===== config.mk =====
export PLATFORM = sky130hd
export DESIGN_NAME = penalty_top
export DESIGN_NICKNAME = d
export VERILOG_FILES = /design/src/hw/game_pkg.sv /design/src/hw/input_pkg.sv /design/src/hw/game_state_sel.sv /design/src/hw/kick_fifo.sv /design/src/hw/kick_gen.sv /design/src/hw/penalty_top.sv /design/src/hw/player_input.sv /design/src/hw/score_keeper.sv
export SDC_FILE = /design/constraint.sdc
export NUM_CORES = 1
export LEC_CHECK = 0
export BUFFER_PORTS_ARGS = -buffer_cell sky130_fd_sc_hd__buf_4
export CAP_MARGIN = 20
export CORE_MARGIN = 1
export CORE_UTILIZATION = 40
export CTS_CLUSTER_DIAMETER = 30
export DETAILED_ROUTE_END_ITERATION = 8
export GPL_TIMING_DRIVEN = 0
export HOLD_SLACK_MARGIN = 0.02
export PLACE_DENSITY = 0.68
export SLEW_MARGIN = 25
export SYNTH_ARGS = -nofsm -noshare
export SYNTH_HDL_FRONTEND = slang
export SYNTH_SLANG_ARGS = --single-unit
export TNS_END_PERCENT = 1

===== constraint.sdc =====
create_clock -name clk -period 2.8 [get_ports clk]
set_input_delay 0.14 -clock clk [delete_from_list [all_inputs] [get_ports clk]]
set_output_delay 0.14 -clock clk [all_outputs]
set_load 0.02 [all_outputs]

===== src/hw/game_pkg.sv =====
package game_pkg;

    // match flow states
    // SHOOTER is reserved for the multiplayer link and never entered here
    typedef enum logic [2:0] {
        START   = 3'd0,
        KEEPER  = 3'd1,
        SHOOTER = 3'd2,
        WINNER  = 3'd3,
        LOOSER  = 3'd4
    } g_state;

    // game mode, latched in START only
    typedef enum logic {
        SOLO  = 1'b0,
        MULTI = 1'b1
    } g_mode;

    // round counter width, holds 0..LAST_ROUND
    localparam int ROUND_W = 4;

    // saves counter width
    localparam int SCORE_W = 3;

    // shots in one match
    localparam int LAST_ROUND = 4;

    // saves needed for a win
    localparam int WIN_SCORE = 3;

endpackage


===== src/hw/input_pkg.sv =====
package input_pkg;

    // shot and dive sides share one encoding
    typedef enum logic [1:0] {
        DIR_LEFT   = 2'd0,
        DIR_CENTER = 2'd1,
        DIR_RIGHT  = 2'd2
    } dir_t;

    // pointer x position width
    localparam int XPOS_W = 12;

    // screen split in three zones
    localparam int ZONE_LEFT_MAX  = 341;
    localparam int ZONE_RIGHT_MIN = 683;

    // shot timing and queue size
    localparam int KICK_PERIOD = 8;
    localparam int FIFO_DEPTH  = 2;

    // shot lfsr, taps 7 5 4 3
    localparam int LFSR_W = 8;
    localparam logic [LFSR_W-1:0] LFSR_SEED = 8'h5A;

endpackage


===== src/hw/game_state_sel.sv =====
`timescale 1ns/1ps

module game_state_sel import game_pkg::*; (
    input  logic               clk,
    input  logic               rst,
    input  logic               left_clicked,
    input  logic               solo_enable,
    input  logic               is_scored,
    input  logic [ROUND_W-1:0] round_counter,
    input  logic [SCORE_W-1:0] score,
    output g_state             game_state,
    output g_mode              game_mode
);

    g_state game_state_nxt;
    g_mode  game_mode_nxt;

    always_ff @(posedge clk) begin
        if (rst) begin
            game_state <= START;
            game_mode  <= MULTI;
        end else begin
            game_state <= game_state_nxt;
            game_mode  <= game_mode_nxt;
        end
    end

    // solo only picked up in START, kept during a match
    always_comb begin
        if (!solo_enable) begin
            game_mode_nxt = MULTI;
        end else if (game_state == START) begin
            game_mode_nxt = SOLO;
        end else begin
            game_mode_nxt = game_mode;
        end
    end

    always_comb begin
        game_state_nxt = game_state;
        case (game_mode)
            SOLO: begin
                case (game_state)
                    START: begin
                        if (left_clicked) begin
                            game_state_nxt = KEEPER;
                        end
                    end
                    KEEPER: begin
                        // decided on the result of the last shot
                        if (is_scored && round_counter == ROUND_W'(LAST_ROUND)) begin
                            if (score >= SCORE_W'(WIN_SCORE)) begin
                                game_state_nxt = WINNER;
                            end else begin
                                game_state_nxt = LOOSER;
                            end
                        end
                    end
                    WINNER, LOOSER: begin
                        // click acknowledges the result
                        if (left_clicked) begin
                            game_state_nxt = START;
                        end
                    end
                    SHOOTER: begin
                        // not reachable in solo play
                        game_state_nxt = START;
                    end
                    default: begin
                        game_state_nxt = START;
                    end
                endcase
            end
            MULTI: begin
                // no link yet, stay idle
                game_state_nxt = START;
            end
            default: begin
                game_state_nxt = START;
            end
        endcase
    end

endmodule


===== src/hw/kick_fifo.sv =====
`timescale 1ns/1ps

module kick_fifo import game_pkg::*, input_pkg::*; (
    input  logic   clk,
    input  logic   rst,
    input  g_state game_state,
    input  logic   push,
    input  dir_t   push_dir,
    input  logic   pop,
    output dir_t   head_dir,
    output logic   full,
    output logic   empty
);

    localparam int PTR_W = (FIFO_DEPTH > 1) ? $clog2(FIFO_DEPTH) : 1;
    localparam int CNT_W = $clog2(FIFO_DEPTH + 1);

    // pending shot storage
    dir_t             mem [FIFO_DEPTH];
    logic [PTR_W-1:0] wr_ptr;
    logic [PTR_W-1:0] rd_ptr;
    logic [CNT_W-1:0] count;
    logic             wr_en;
    logic             rd_en;

    // no writes while the match is idle
    assign wr_en = push && !full && (game_state != START);
    assign rd_en = pop && !empty;

    assign full     = (count == CNT_W'(FIFO_DEPTH));
    assign empty    = (count == '0);
    assign head_dir = mem[rd_ptr];

    // shot side storage
    always_ff @(posedge clk) begin
        if (wr_en) begin
            mem[wr_ptr] <= push_dir;
        end
    end

    // pointers wrap at depth
    always_ff @(posedge clk) begin
        if (rst || game_state == START) begin
            wr_ptr <= '0;
            rd_ptr <= '0;
            count  <= '0;
        end else begin
            if (wr_en) begin
                wr_ptr <= (wr_ptr == PTR_W'(FIFO_DEPTH - 1)) ? '0 : wr_ptr + 1'b1;
            end
            if (rd_en) begin
                rd_ptr <= (rd_ptr == PTR_W'(FIFO_DEPTH - 1)) ? '0 : rd_ptr + 1'b1;
            end
            // push and pop together leave the count alone
            if (wr_en && !rd_en) begin
                count <= count + 1'b1;
            end else if (rd_en && !wr_en) begin
                count <= count - 1'b1;
            end
        end
    end

endmodule


===== src/hw/kick_gen.sv =====
`timescale 1ns/1ps

module kick_gen import game_pkg::*, input_pkg::*; (
    input  logic   clk,
    input  logic   rst,
    input  g_state game_state,
    input  logic   full,
    output logic   push,
    output dir_t   push_dir
);

    localparam int TMR_W = $clog2(KICK_PERIOD);

    // shot beat timer
    logic [TMR_W-1:0]   tmr;
    logic               tick;
    // shots scheduled this match
    logic [ROUND_W-1:0] shot_cnt;
    // a shot waiting for room in the queue
    logic               pending;
    logic [LFSR_W-1:0]  lfsr;
    logic [LFSR_W-1:0]  lfsr_next;

    // end of one beat, only while the keeper plays
    assign tick = (game_state == KEEPER) && (tmr == TMR_W'(KICK_PERIOD - 1));

    // fibonacci step, feedback into bit 0
    assign lfsr_next = {lfsr[LFSR_W-2:0], lfsr[7] ^ lfsr[5] ^ lfsr[4] ^ lfsr[3]};

    // stalls while the queue is full, dir and lfsr held
    assign push = pending && !full && (game_state == KEEPER);

    // low two bits pick the side, 3 folds onto center
    always_comb begin
        case (lfsr_next[1:0])
            2'd0:    push_dir = DIR_LEFT;
            2'd2:    push_dir = DIR_RIGHT;
            default: push_dir = DIR_CENTER;
        endcase
    end

    always_ff @(posedge clk) begin
        if (rst) begin
            tmr      <= '0;
            shot_cnt <= '0;
            pending  <= 1'b0;
            lfsr     <= LFSR_SEED;
        end else begin
            // timer restarts on every entry into KEEPER
            if (game_state != KEEPER || tick) begin
                tmr <= '0;
            end else begin
                tmr <= tmr + 1'b1;
            end
            // sequence only moves on an issued shot
            if (push) begin
                lfsr <= lfsr_next;
            end
            if (game_state == START) begin
                shot_cnt <= '0;
                pending  <= 1'b0;
            end else if (tick && shot_cnt < ROUND_W'(LAST_ROUND) && (!pending || push)) begin
                // new shot, replaces the one leaving now if any
                pending  <= 1'b1;
                shot_cnt <= shot_cnt + 1'b1;
            end else if (push) begin
                pending <= 1'b0;
            end
        end
    end

endmodule


===== src/hw/penalty_top.sv =====
`timescale 1ns/1ps

module penalty_top import game_pkg::*, input_pkg::*; (
    input  logic               clk,
    input  logic               rst,
    input  logic               mouse_left,
    input  logic [XPOS_W-1:0]  mouse_xpos,
    input  logic               solo_enable,
    output g_state             game_state,
    output g_mode              game_mode,
    output logic               is_scored,
    output logic [ROUND_W-1:0] round_counter,
    output logic [SCORE_W-1:0] score,
    output dir_t               kick_dir
);

    // click and dive path
    logic left_clicked;
    dir_t dive_dir;
    logic dive_valid;
    // shot path
    logic push;
    dir_t push_dir;
    logic full;
    logic empty;
    dir_t head_dir;
    logic shot_taken;

    player_input u_player_input (
        .clk          (clk),
        .rst          (rst),
        .mouse_left   (mouse_left),
        .mouse_xpos   (mouse_xpos),
        .game_state   (game_state),
        .shot_taken   (shot_taken),
        .left_clicked (left_clicked),
        .dive_dir     (dive_dir),
        .dive_valid   (dive_valid)
    );

    // producer
    kick_gen u_kick_gen (
        .clk        (clk),
        .rst        (rst),
        .game_state (game_state),
        .full       (full),
        .push       (push),
        .push_dir   (push_dir)
    );

    // shots not yet answered, popped by the score keeper
    kick_fifo u_kick_fifo (
        .clk        (clk),
        .rst        (rst),
        .game_state (game_state),
        .push       (push),
        .push_dir   (push_dir),
        .pop        (shot_taken),
        .head_dir   (head_dir),
        .full       (full),
        .empty      (empty)
    );

    // consumer
    score_keeper u_score_keeper (
        .clk           (clk),
        .rst           (rst),
        .game_state    (game_state),
        .dive_valid    (dive_valid),
        .dive_dir      (dive_dir),
        .head_dir      (head_dir),
        .empty         (empty),
        .shot_taken    (shot_taken),
        .is_scored     (is_scored),
        .round_counter (round_counter),
        .score         (score),
        .kick_dir      (kick_dir)
    );

    game_state_sel u_game_state_sel (
        .clk           (clk),
        .rst           (rst),
        .left_clicked  (left_clicked),
        .solo_enable   (solo_enable),
        .is_scored     (is_scored),
        .round_counter (round_counter),
        .score         (score),
        .game_state    (game_state),
        .game_mode     (game_mode)
    );

endmodule


===== src/hw/player_input.sv =====
`timescale 1ns/1ps

module player_input import game_pkg::*, input_pkg::*; (
    input  logic              clk,
    input  logic              rst,
    input  logic              mouse_left,
    input  logic [XPOS_W-1:0] mouse_xpos,
    input  g_state            game_state,
    input  logic              shot_taken,
    output logic              left_clicked,
    output dir_t              dive_dir,
    output logic              dive_valid
);

    // previous button level
    logic mouse_left_q;
    // side under the pointer right now
    dir_t zone_dir;

    // three zones, boundaries belong to the outer sides
    always_comb begin
        if (mouse_xpos <= XPOS_W'(ZONE_LEFT_MAX)) begin
            zone_dir = DIR_LEFT;
        end else if (mouse_xpos >= XPOS_W'(ZONE_RIGHT_MIN)) begin
            zone_dir = DIR_RIGHT;
        end else begin
            zone_dir = DIR_CENTER;
        end
    end

    // rising edge of the button gives one click pulse
    always_ff @(posedge clk) begin
        if (rst) begin
            mouse_left_q <= 1'b0;
            left_clicked <= 1'b0;
        end else begin
            mouse_left_q <= mouse_left;
            left_clicked <= mouse_left & ~mouse_left_q;
        end
    end

    // dive latch, one dive per shot
    always_ff @(posedge clk) begin
        if (rst) begin
            dive_valid <= 1'b0;
        end else if (game_state == START || shot_taken) begin
            // consumed by the score keeper, or new match
            dive_valid <= 1'b0;
        end else if (left_clicked && game_state == KEEPER && !dive_valid) begin
            dive_valid <= 1'b1;
        end
    end

    // side captured together with the valid flag
    always_ff @(posedge clk) begin
        if (left_clicked && game_state == KEEPER && !dive_valid) begin
            dive_dir <= zone_dir;
        end
    end

endmodule


===== src/hw/score_keeper.sv =====
`timescale 1ns/1ps

module score_keeper import game_pkg::*, input_pkg::*; (
    input  logic               clk,
    input  logic               rst,
    input  g_state             game_state,
    input  logic               dive_valid,
    input  dir_t               dive_dir,
    input  dir_t               head_dir,
    input  logic               empty,
    output logic               shot_taken,
    output logic               is_scored,
    output logic [ROUND_W-1:0] round_counter,
    output logic [SCORE_W-1:0] score,
    output dir_t               kick_dir
);

    // same side means the keeper saved it
    logic saved;

    assign saved = (dive_dir == head_dir);

    // a dive meets the oldest shot, pops it and clears the dive
    assign shot_taken = dive_valid && !empty && (game_state == KEEPER);

    // round result strobe
    always_ff @(posedge clk) begin
        if (rst) begin
            is_scored <= 1'b0;
        end else begin
            is_scored <= shot_taken;
        end
    end

    // counters, zeroed for each new match
    always_ff @(posedge clk) begin
        if (rst || game_state == START) begin
            round_counter <= '0;
            score         <= '0;
        end else if (shot_taken) begin
            round_counter <= round_counter + 1'b1;
            if (saved) begin
                score <= score + 1'b1;
            end
        end
    end

    // resolved shot side, shown with is_scored
    always_ff @(posedge clk) begin
        if (shot_taken) begin
            kick_dir <= head_dir;
        end
    end

endmodule


==> results of run 1 <==
-- cells by family (layout without fill, tap and decap cells) --
logic type,count (synthesis),in the layout
and+or+nand+nor,67,67
DFF,44,44
AOI/OAI and AO/OA,32,32
buffers and inverters,23,59
xor gates and xnor gates,15,15
adders and majority gates,8,8
muxes,6,6
-- critical path, stage by stage, from the launching register on --
cell      delay, ns
dfxtp_1        0.52
nor2_1         0.12
nand4_1        0.31
clkbuf_1       0.48
inv_1          0.10
ha_1           0.32
or3_1          0.37
a21oi_1        0.14
-- worst paths after layout --
path | start | end | slack, ns | depth (start not counted)
max reg2reg | u_game_state_sel.game_state[1]$_SDFFE_PP0P_ | u_kick_fifo.count[1]$_SDFFE_PP0P_ | 0.38 | 7
min reg2reg | u_player_input.mouse_left_q$_SDFF_PP0_ | u_player_input.left_clicked$_SDFF_PP0_ | 0.39 | 1
max | u_game_state_sel.game_state[1]$_SDFFE_PP0P_ | u_kick_fifo.count[1]$_SDFFE_PP0P_ | 0.38 | 7
min | solo_enable | u_game_state_sel.game_mode$_SDFFE_PP1P_ | 0.03 | 2
-- per-stage QoR --
step	hold WS, ns	std cells	instance area [um2]
2_1_floorplan	0.2239	195	1904
3_3_place_gp	0.3341	275	2180
3_5_place_dp	0.3373	275	2180
4_1_cts	0.02797	283	2280
5_1_grt	0.02878	283	2280
6_report	0.03486	283	2280
-- sequential cells by signal, indices dropped and copies added (netlist names), named ones only --
signal                        cells
u_game_state_sel.game_mode        1
u_game_state_sel.game_state       3
u_kick_fifo.count                 2
u_kick_fifo.mem                   4
u_kick_fifo.rd_ptr                1
u_kick_fifo.wr_ptr                1
u_kick_gen.lfsr                   8
u_kick_gen.pending                1
u_kick_gen.shot_cnt               4
u_kick_gen.tmr                    3
u_player_input.dive_dir           2
u_player_input.dive_valid         1
u_player_input.left_clicked       1
u_player_input.mouse_left_q       1
u_score_keeper.is_scored          1
u_score_keeper.kick_dir           2
u_score_keeper.round_counter      4
u_score_keeper.score              3
-- area by class of cell --
type / count / area [um2]
fillers: 415 / 2195
flip-flops and latches: 44 / 960.9
multi-input cells: 128 / 848.3
repair buffers: 28 / 210.2
clock buffers: 8 / 100.1
well taps: 52 / 65.06
inverters: 16 / 60.06
plain buffers: 7 / 35.03
-- report_power, final --
| part | internal (W) | switching [W] | leakage, nW |
|---|---|---|---|
| Sequential | 0.000644 | 0.00000315 | 0.363 |
| Combinational | 0.0000215 | 0.0000172 | 0.464 |
| Clock | 0.000225 | 0.000203 | 0.0515 |
-- synth_stat cells (all sizes together) (3+ instances only) --
cell | count | area share (%)
dfxtp | 36 | 38
nor2 | 28 | 5.5
inv | 15 | 3.0
a21oi | 12 | 3.2
xnor2 | 10 | 4.6
edfxtp | 8 | 13
ha | 8 | 5.3
nor3 | 7 | 1.8
mux2i | 6 | 3.2
nand2 | 6 | 1.2
clkbuf | 5 | 0.99
xor2 | 5 | 2.3
a211o | 4 | 1.8
a211oi | 4 | 1.6
nor2b | 3 | 0.99
or3 | 3 | 0.99
-- layout by cell type (no fill, tap or decap), drive strengths merged, types with 3 or more instances in the layout --
cell,Yosys,layout
a21oi,12,12
nor2b,3,3
ha,8,8
a211oi,4,4
edfxtp,8,8
a211o,4,4
clkbuf,5,13
xnor2,10,10
mux2i,6,6
nand2,6,6
nor2,28,28
nor3,7,7
dfxtp,36,36
or3,3,3
buf,2,30
xor2,5,5
inv,15,15
-- routing by layer --
| layer | vias to the layer above | part of all wire, % |
|---|---|---|
| li1 | 744 | - |
| met1 | 682 | 47 |
| met2 | 24 | 48 |
| met3 | 7 | 3.1 |
| met4 | 0 | 1.6 |
| met5 | - | 0 |
==> results.sh, run 1 <==
export IMPL_synth_enable_flop_cells=8
export IMPL_cp_arrival_ns=2.64
export IMPL_initial_core_util_pct=42.56
export IMPL_dpl_hpwl_um=2604
export IMPL_io_pins=30
export IMPL_violations="DRC"
export IMPL_antenna_found_initial=0
export IMPL_finalMaxSlewViolations=0
export IMPL_p_leak_nw=0.8782
export IMPL_dieArea_mm2=0.005041
export IMPL_gr_usage_met3_pct=3.989
export IMPL_clk_latency_ns=0.29
export IMPL_grt_pass1_wl_um=6223
export IMPL_max_freq_mhz=413.9
export IMPL_vias=1457
export IMPL_io_buffers=28
export IMPL_power_density_mw_per_mm2=488.8
export IMPL_vias_per_cell=5.148
export IMPL_cts_resized=0
export IMPL_synthSimpleGateAreaFrac_pct=18.07
export IMPL_antenna_left=0
export IMPL_first_pass_iters=6
export IMPL_grt_overflow_total=0
export IMPL_ys_async_sr_fraction_pct=0
export IMPL_yosys_warnings=0
export IMPL_synth_xor_area_share_pct=6.899
export IMPL_ys_flop_type="dfxtp_1"
export IMPL_finalSetupTns_ns=0
export IMPL_fin_skew_ns=0.008260
export IMPL_place_ws_ns=0.3877
export IMPL_grt_usage_pct=15.79
export IMPL_die_y_um=71
export IMPL_crit_path_start_kind="register"
export IMPL_synth_top_family_by_area="simple AND/OR/NAND/NOR gates"
export IMPL_min_path_type="primary input to register"
export IMPL_gp_congestion=0.7698
export IMPL_postLayoutCoreUtil_pct=50.95
export IMPL_synth_area_mm2=0.001904
export IMPL_grt_pass1_vias=1404
export IMPL_first_iter_violations=49
export IMPL_cts_hold_buf=0
export IMPL_use_met1_pct=18.71
export IMPL_postCtsSetupBuffers=0
export IMPL_fin_ws_ns=0.3837
export IMPL_grt_busiest_layer="met2"
export IMPL_cts_buffers=5
export IMPL_cp_data_required_time_ns=3.03
export IMPL_fin_nets=254
export IMPL_synth_fa_ha_area_share_pct=5.256
export IMPL_drcViolationCount=1
export IMPL_synth_nets=219
export IMPL_vdd_ir_drop_max_uv=277.9
export IMPL_wirelength_um=3464
export IMPL_cts_buffer_depth=2
export IMPL_ys_types=43
export IMPL_met2_usage_pct=27.35
export IMPL_synth_seq_cells=44
export IMPL_area_delta_synth_final_pct=19.71
export IMPL_timing_final_hold_violations=0
export IMPL_core_rowCount=24
export IMPL_core_region_area_mm2=0.004474
export IMPL_numClockSinks=44
export IMPL_die_w_um=71
export IMPL_synth_area_mux_share_pct=3.154
export IMPL_rsz0062_at_grt="false"
export IMPL_cap_violations=0
export IMPL_fin_total_pwr_w=0.001114
export IMPL_root_buffer="clkbuf_8"
export IMPL_wl_per_cell_um=12.24
export IMPL_fin_crit_sh_pct=86.30
export IMPL_synth_cells=195
export IMPL_cp_end_kind="register"
export IMPL_crit_type="register to register"
export IMPL_relSlewSlack_pct=58.47
export IMPL_path_clk_slew_ns=0.08
export IMPL_worstPathMaxFanout=10
export IMPL_htree_num_levels=2
export IMPL_cts_tree="done"
export IMPL_tightest_slew_ns=0.6187
export IMPL_postSynthAreaPerCell_um2=9.766
export IMPL_diodes=0
export IMPL_grt_start_max_net_pins=14
export IMPL_yosysSeqAreaShare_pct=50.46
export IMPL_drive_above_1_share_pct=16.88
export IMPL_synth_compound_area_share_pct=11.17
export IMPL_status="finished, violations left"
export IMPL_fin_crit_ns=2.416
export IMPL_setup_violations=0
No activity file was read; power rests on OpenSTA's default activity.
==> run 2, diff against run 1 <==
--- a/config.mk
+++ b/config.mk
@@ -7,13 +7,15 @@
 export LEC_CHECK = 0
 export BUFFER_PORTS_ARGS = -buffer_cell sky130_fd_sc_hd__buf_4
 export CAP_MARGIN = 20
+export CELL_PAD_IN_SITES_DETAIL_PLACEMENT = 1
+export CELL_PAD_IN_SITES_GLOBAL_PLACEMENT = 2
 export CORE_MARGIN = 1
-export CORE_UTILIZATION = 40
+export CORE_UTILIZATION = 34
 export CTS_CLUSTER_DIAMETER = 30
 export DETAILED_ROUTE_END_ITERATION = 8
 export GPL_TIMING_DRIVEN = 0
 export HOLD_SLACK_MARGIN = 0.02
-export PLACE_DENSITY = 0.68
+export PLACE_DENSITY = 0.85
 export SLEW_MARGIN = 25
 export SYNTH_ARGS = -nofsm -noshare
 export SYNTH_HDL_FRONTEND = slang
==> results.sh, run 2 (same netlist as run 1, synthesis figures left out) <==
export IMPL_drive_above_1_share_pct=17.24
export IMPL_max_freq_mhz=411.3
export IMPL_min_path_type="primary input to register"
export IMPL_status="complete, no violations"
export IMPL_whs_ns=0.08672
export IMPL_relSlewSlack_pct=61.17
export IMPL_wl_met1_um=1801
export IMPL_io_buffers=28
export IMPL_cap_violations=0
export IMPL_grt_pass1_vias=1549
export IMPL_finalSetupTns_ns=0
export IMPL_numClockSinks=44
export IMPL_cpMaxStageDelayCell="dfxtp_1"
export IMPL_worstPathMaxFanout=10
export IMPL_largest_reg_flops=8
export IMPL_cts_buffers=5
export IMPL_finalMaxSlewViolations=0
export IMPL_wirelength_um=3896
export IMPL_grt_overflow_total=0
export IMPL_rsz0062_at_grt="false"
export IMPL_dpl_hpwl_um=2871
export IMPL_vias_per_cell=4.815
export IMPL_cts_buffer_depth=2
export IMPL_layout_common_cells="36 x dfxtp_1, 28 x nor2_1, 28 x buf_4"
export IMPL_vias=1454
export IMPL_power_density_mw_per_mm2=475.9
export IMPL_regMostFlops="u_kick_gen.lfsr"
export IMPL_antenna_left=0
export IMPL_cp_end_kind="register"
export IMPL_htree_num_levels=2
export IMPL_clk_latency_ns=0.29
export IMPL_dpl_cell_count=293
export IMPL_wl_per_cell_um=12.90
export IMPL_grt_usage_pct=14.94
export IMPL_cp_num_buf_inv=2
export IMPL_initial_core_util_pct=36.36
export IMPL_first_pass_iters=4
export IMPL_cp_data_required_time_ns=3.02
export IMPL_grt_pass1_wl_um=6948
export IMPL_first_iter_violations=33
export IMPL_p_leak_nw=0.8818
export IMPL_path_clk_slew_ns=0.08
export IMPL_fin_crit_sh_pct=86.84
export IMPL_fin_crit_ns=2.431
export IMPL_antenna_found_initial=0
export IMPL_cpPeakStageDelay_ns=0.51
export IMPL_io_pins=30
export IMPL_vdd_ir_drop_max_uv=182.3
export IMPL_fin_nets=255
export IMPL_setup_violations=0
export IMPL_layout_cells_non_filler=302
export IMPL_cts_tree="done"
export IMPL_core_region_area_mm2=0.005238
export IMPL_worstPathCellList="nor2_1, nand4_1, clkbuf_1, inv_1, ha_1, or3_1, a21oi_1"
export IMPL_grt_start_max_net_pins=14
export IMPL_crit_path_start_kind="register"
export IMPL_core_rowCount=26
export IMPL_wl_met3_um=138
export IMPL_timing_final_hold_violations=0
export IMPL_top_layer_used="met4"
export IMPL_fin_skew_ns=0.004414
export IMPL_cpLargestDelayFamily="simple AND/OR/NAND/NOR gates"
export IMPL_crit_type="register to register"
export IMPL_cts_resized=0
export IMPL_cp_arrival_ns=2.66
export IMPL_gp_congestion=0.7099
export IMPL_tightest_slew_ns=0.5786
export IMPL_die_y_um=76.84
export IMPL_layout_commonest_cell="dfxtp_1"
export IMPL_wl_met2_um=1904
export IMPL_root_buffer="clkbuf_8"
export IMPL_area_delta_synth_final_pct=21.02
export IMPL_diodes=0
export IMPL_drcViolationCount=0
export IMPL_die_w_um=76.84
export IMPL_dieArea_mm2=0.005904
[run 2: worst paths after layout]
path,cells after the start,slack [ns],start,to
hold reg to reg,1,0.39,u_player_input.mouse_left_q$_SDFF_PP0_,u_player_input.left_clicked$_SDFF_PP0_
setup reg to reg,7,0.37,u_game_state_sel.game_state[1]$_SDFFE_PP0P_,u_kick_fifo.count[1]$_SDFFE_PP0P_
setup / recovery,7,0.37,u_game_state_sel.game_state[1]$_SDFFE_PP0P_,u_kick_fifo.count[1]$_SDFFE_PP0P_
hold / removal,2,0.09,mouse_left,u_player_input.mouse_left_q$_SDFF_PP0_
[run 2: repair_timing]
action / in CTS / in global routing
hold endpoints to repair: 1 / 0
endpoints found under the setup margin: 0 / 0
buffers inserted: 0 / 0
hold buffers: 1 / 0
[run 2: routing by layer]
metal,vias to the layer above,track usage (%)
met5,-,0
met4,0,5.192
met3,6,4.167
met2,21,26.07
met1,685,17.38
li1,742,-
[run 2: through the flow]
stage,cell area (um2),setup WS [ns],util [%],power (W)
after floorplan,1904,0.5492,-,0.0006776
after CTS,2305,0.3161,44.00,0.001113
after global placement,2202,0.3869,42.04,0.0007023
after global routing,2305,0.07964,44.00,0.001142
final,2305,0.3685,44.00,0.001097
after detailed placement,2202,0.3433,42.04,0.0007029
[run 2: area by class of cell]
cell class	count	area (um2)
fillers	613	2933
flip-flops and latches	44	960.9
multi-input cells	128	848.3
repair buffers	29	220.2
well taps	70	87.58
clock buffers	6	82.58
inverters	16	60.06
plain buffers	7	35.03
clock inverters	2	10.01
[run 2: power breakdown]
group / internal (W) / switching (W) / total (W)
sequential: 0.000644 / 0.00000321 / 0.000647
combinational: 0.0000224 / 0.0000189 / 0.0000413
clock: 0.000197 / 0.000211 / 0.000408
total: 0.000864 / 0.000233 / 0.00110
==> run 3, diff against run 2 <==
--- a/config.mk
+++ b/config.mk
@@ -11,8 +11,10 @@
 export CELL_PAD_IN_SITES_GLOBAL_PLACEMENT = 2
 export CORE_MARGIN = 1
 export CORE_UTILIZATION = 34
+export CTS_BUF_LIST = sky130_fd_sc_hd__clkbuf_16
 export CTS_CLUSTER_DIAMETER = 30
 export DETAILED_ROUTE_END_ITERATION = 8
+export GPL_ROUTABILITY_DRIVEN = 0
 export GPL_TIMING_DRIVEN = 0
 export HOLD_SLACK_MARGIN = 0.02
 export PLACE_DENSITY = 0.85
==> results.sh, run 3 (same netlist as run 1, synthesis figures left out) <==
export IMPL_vias_per_cell=4.841
export IMPL_fin_ws_ns=0.3376
export IMPL_vias=1457
export IMPL_relSlewSlack_pct=61.22
export IMPL_p_leak_nw=0.8977
export IMPL_p_switching_w=0.0002538
export IMPL_cts_buffer_depth=2
export IMPL_pwr_share_clk_pct=44.7
export IMPL_io_pins=30
export IMPL_tightest_slew_ns=0.5777
export IMPL_max_freq_mhz=406.1
export IMPL_min_path_type="primary input to register"
export IMPL_fill_cells=609
export IMPL_layout_common_cells="36 x dfxtp_1, 28 x nor2_1, 28 x buf_4"
export IMPL_fin_crit_ns=2.462
export IMPL_root_buffer="clkbuf_16"
export IMPL_core_rowCount=26
export IMPL_largest_reg_flops=8
export IMPL_postCtsSetupBuffers=0
export IMPL_place_ws_ns=0.3433
export IMPL_cap_violations=0
export IMPL_io_buffers=28
export IMPL_antenna_left=0
export IMPL_first_pass_iters=4
export IMPL_grt_pass1_vias=1586
export IMPL_initial_core_util_pct=36.36
export IMPL_die_w_um=76.84
export IMPL_dpl_hpwl_um=2871
export IMPL_clk_latency_ns=0.28
export IMPL_status="complete, no violations"
export IMPL_fin_skew_ns=0.004670
export IMPL_diodes=0
export IMPL_crit_type="register to register"
export IMPL_drive_above_1_share_pct=16.88
export IMPL_seq_power_share_pct=52.1
export IMPL_antenna_found_initial=0
export IMPL_path_clk_slew_ns=0.06
export IMPL_finalMaxSlewViolations=0
export IMPL_cts_resized=0
export IMPL_first_iter_violations=36
export IMPL_area_delta_synth_final_pct=22.93
export IMPL_fin_nets=254
export IMPL_layout_commonest_cell="dfxtp_1"
export IMPL_placed_cell_area_mm2=0.002202
export IMPL_setup_violations=0
export IMPL_p_int_w=0.0009907
export IMPL_grt_overflow_total=0
export IMPL_rsz0062_at_grt="false"
export IMPL_htree_num_levels=2
export IMPL_cp_data_required_time_ns=3.01
export IMPL_core_region_area_mm2=0.005238
export IMPL_comb_power_share_pct=3.2
export IMPL_cts_buffers=5
export IMPL_cts_tree="done"
export IMPL_crit_path_start_kind="register"
export IMPL_finalSetupTns_ns=0
export IMPL_timing_final_hold_violations=0
export IMPL_power_density_mw_per_mm2=531.6
export IMPL_wirelength_um=4032
export IMPL_vdd_ir_drop_max_uv=258.5
export IMPL_drcViolationCount=0
export IMPL_cts_hold_buf=0
export IMPL_cp_end_kind="register"
export IMPL_dieArea_mm2=0.005904
export IMPL_p_sw_share_pct=20.40
export IMPL_cp_arrival_ns=2.67
export IMPL_die_y_um=76.84
export IMPL_regMostFlops="u_kick_gen.lfsr"
export IMPL_grt_pass1_wl_um=7107
export IMPL_grt_start_max_net_pins=14
export IMPL_fin_crit_sh_pct=87.94
export IMPL_worstPathMaxFanout=10
export IMPL_fin_area_mm2=0.002341
export IMPL_wl_per_cell_um=13.40
export IMPL_grt_usage_pct=15.26
export IMPL_numClockSinks=44
export IMPL_postLayoutCoreUtil_pct=44.70
[run 3: layout make-up]
type / instances / area [um2] / share of cell area [%]
buffer: 7 / 35.03 / 1.497
clock buffer: 5 / 125.1 / 5.345
clock inverter: 3 / 13.76 / 0.5879
inverter: 16 / 60.06 / 2.565
multi-input combinational: 128 / 848.3 / 36.24
sequential: 44 / 960.9 / 41.05
tap: 70 / 87.58 / 3.741
timing repair buffer: 28 / 210.2 / 8.979
[run 3: critical path, stage by stage, from the launching register on]
cell and delay [ns]:
dfxtp_1 0.49, nor2_1 0.13, nand4_1 0.36, clkbuf_1 0.46, inv_1 0.09, ha_1 0.33, or3_1 0.38, a21oi_1 0.14
[run 3: power groups by stage]
| stage | clock [W] | sequential [W] | combinational (W) |
|---|---|---|---|
| 2_1_floorplan | 0 | 0.000662 | 0.0000151 |
| 3_3_place_gp | 0 | 0.000662 | 0.0000399 |
| 3_5_place_dp | 0 | 0.000662 | 0.0000406 |
| 4_1_cts | 0.000567 | 0.000648 | 0.0000406 |
| 5_1_grt | 0.000593 | 0.000649 | 0.0000448 |
| 6_report | 0.000556 | 0.000648 | 0.0000400 |
[run 3: metal layers]
metal | GRT usage [%] | part of all wire, %
met2 | 27.32 | 51
met4 | 5.192 | 1.3
met5 | 0 | 0
met1 | 17.27 | 44
met3 | 4.167 | 3.3
[run 3: stage by stage]
stage	instances	power (W)	hold WS (ns)
finish	301	0.001245	0.03936
global route	301	0.001286	0.04349
CTS	301	0.001255	0.04099
detailed placement	293	0.0007029	0.3427
global placement	293	0.0007023	0.3351
floorplan	195	0.0006776	0.2239
[run 3: final timing paths]
| check | start | endpoint | slack [ns] | cells past startpoint |
|---|---|---|---|---|
| max | u_game_state_sel.game_state[1]$_SDFFE_PP0P_ | u_kick_fifo.count[1]$_SDFFE_PP0P_ | 0.34 | 7 |
| min | solo_enable | u_game_state_sel.game_mode$_SDFFE_PP1P_ | 0.04 | 2 |
| max reg2reg | u_game_state_sel.game_state[1]$_SDFFE_PP0P_ | u_kick_fifo.count[1]$_SDFFE_PP0P_ | 0.34 | 7 |
| min reg2reg | u_player_input.mouse_left_q$_SDFF_PP0_ | u_player_input.left_clicked$_SDFF_PP0_ | 0.38 | 1 |
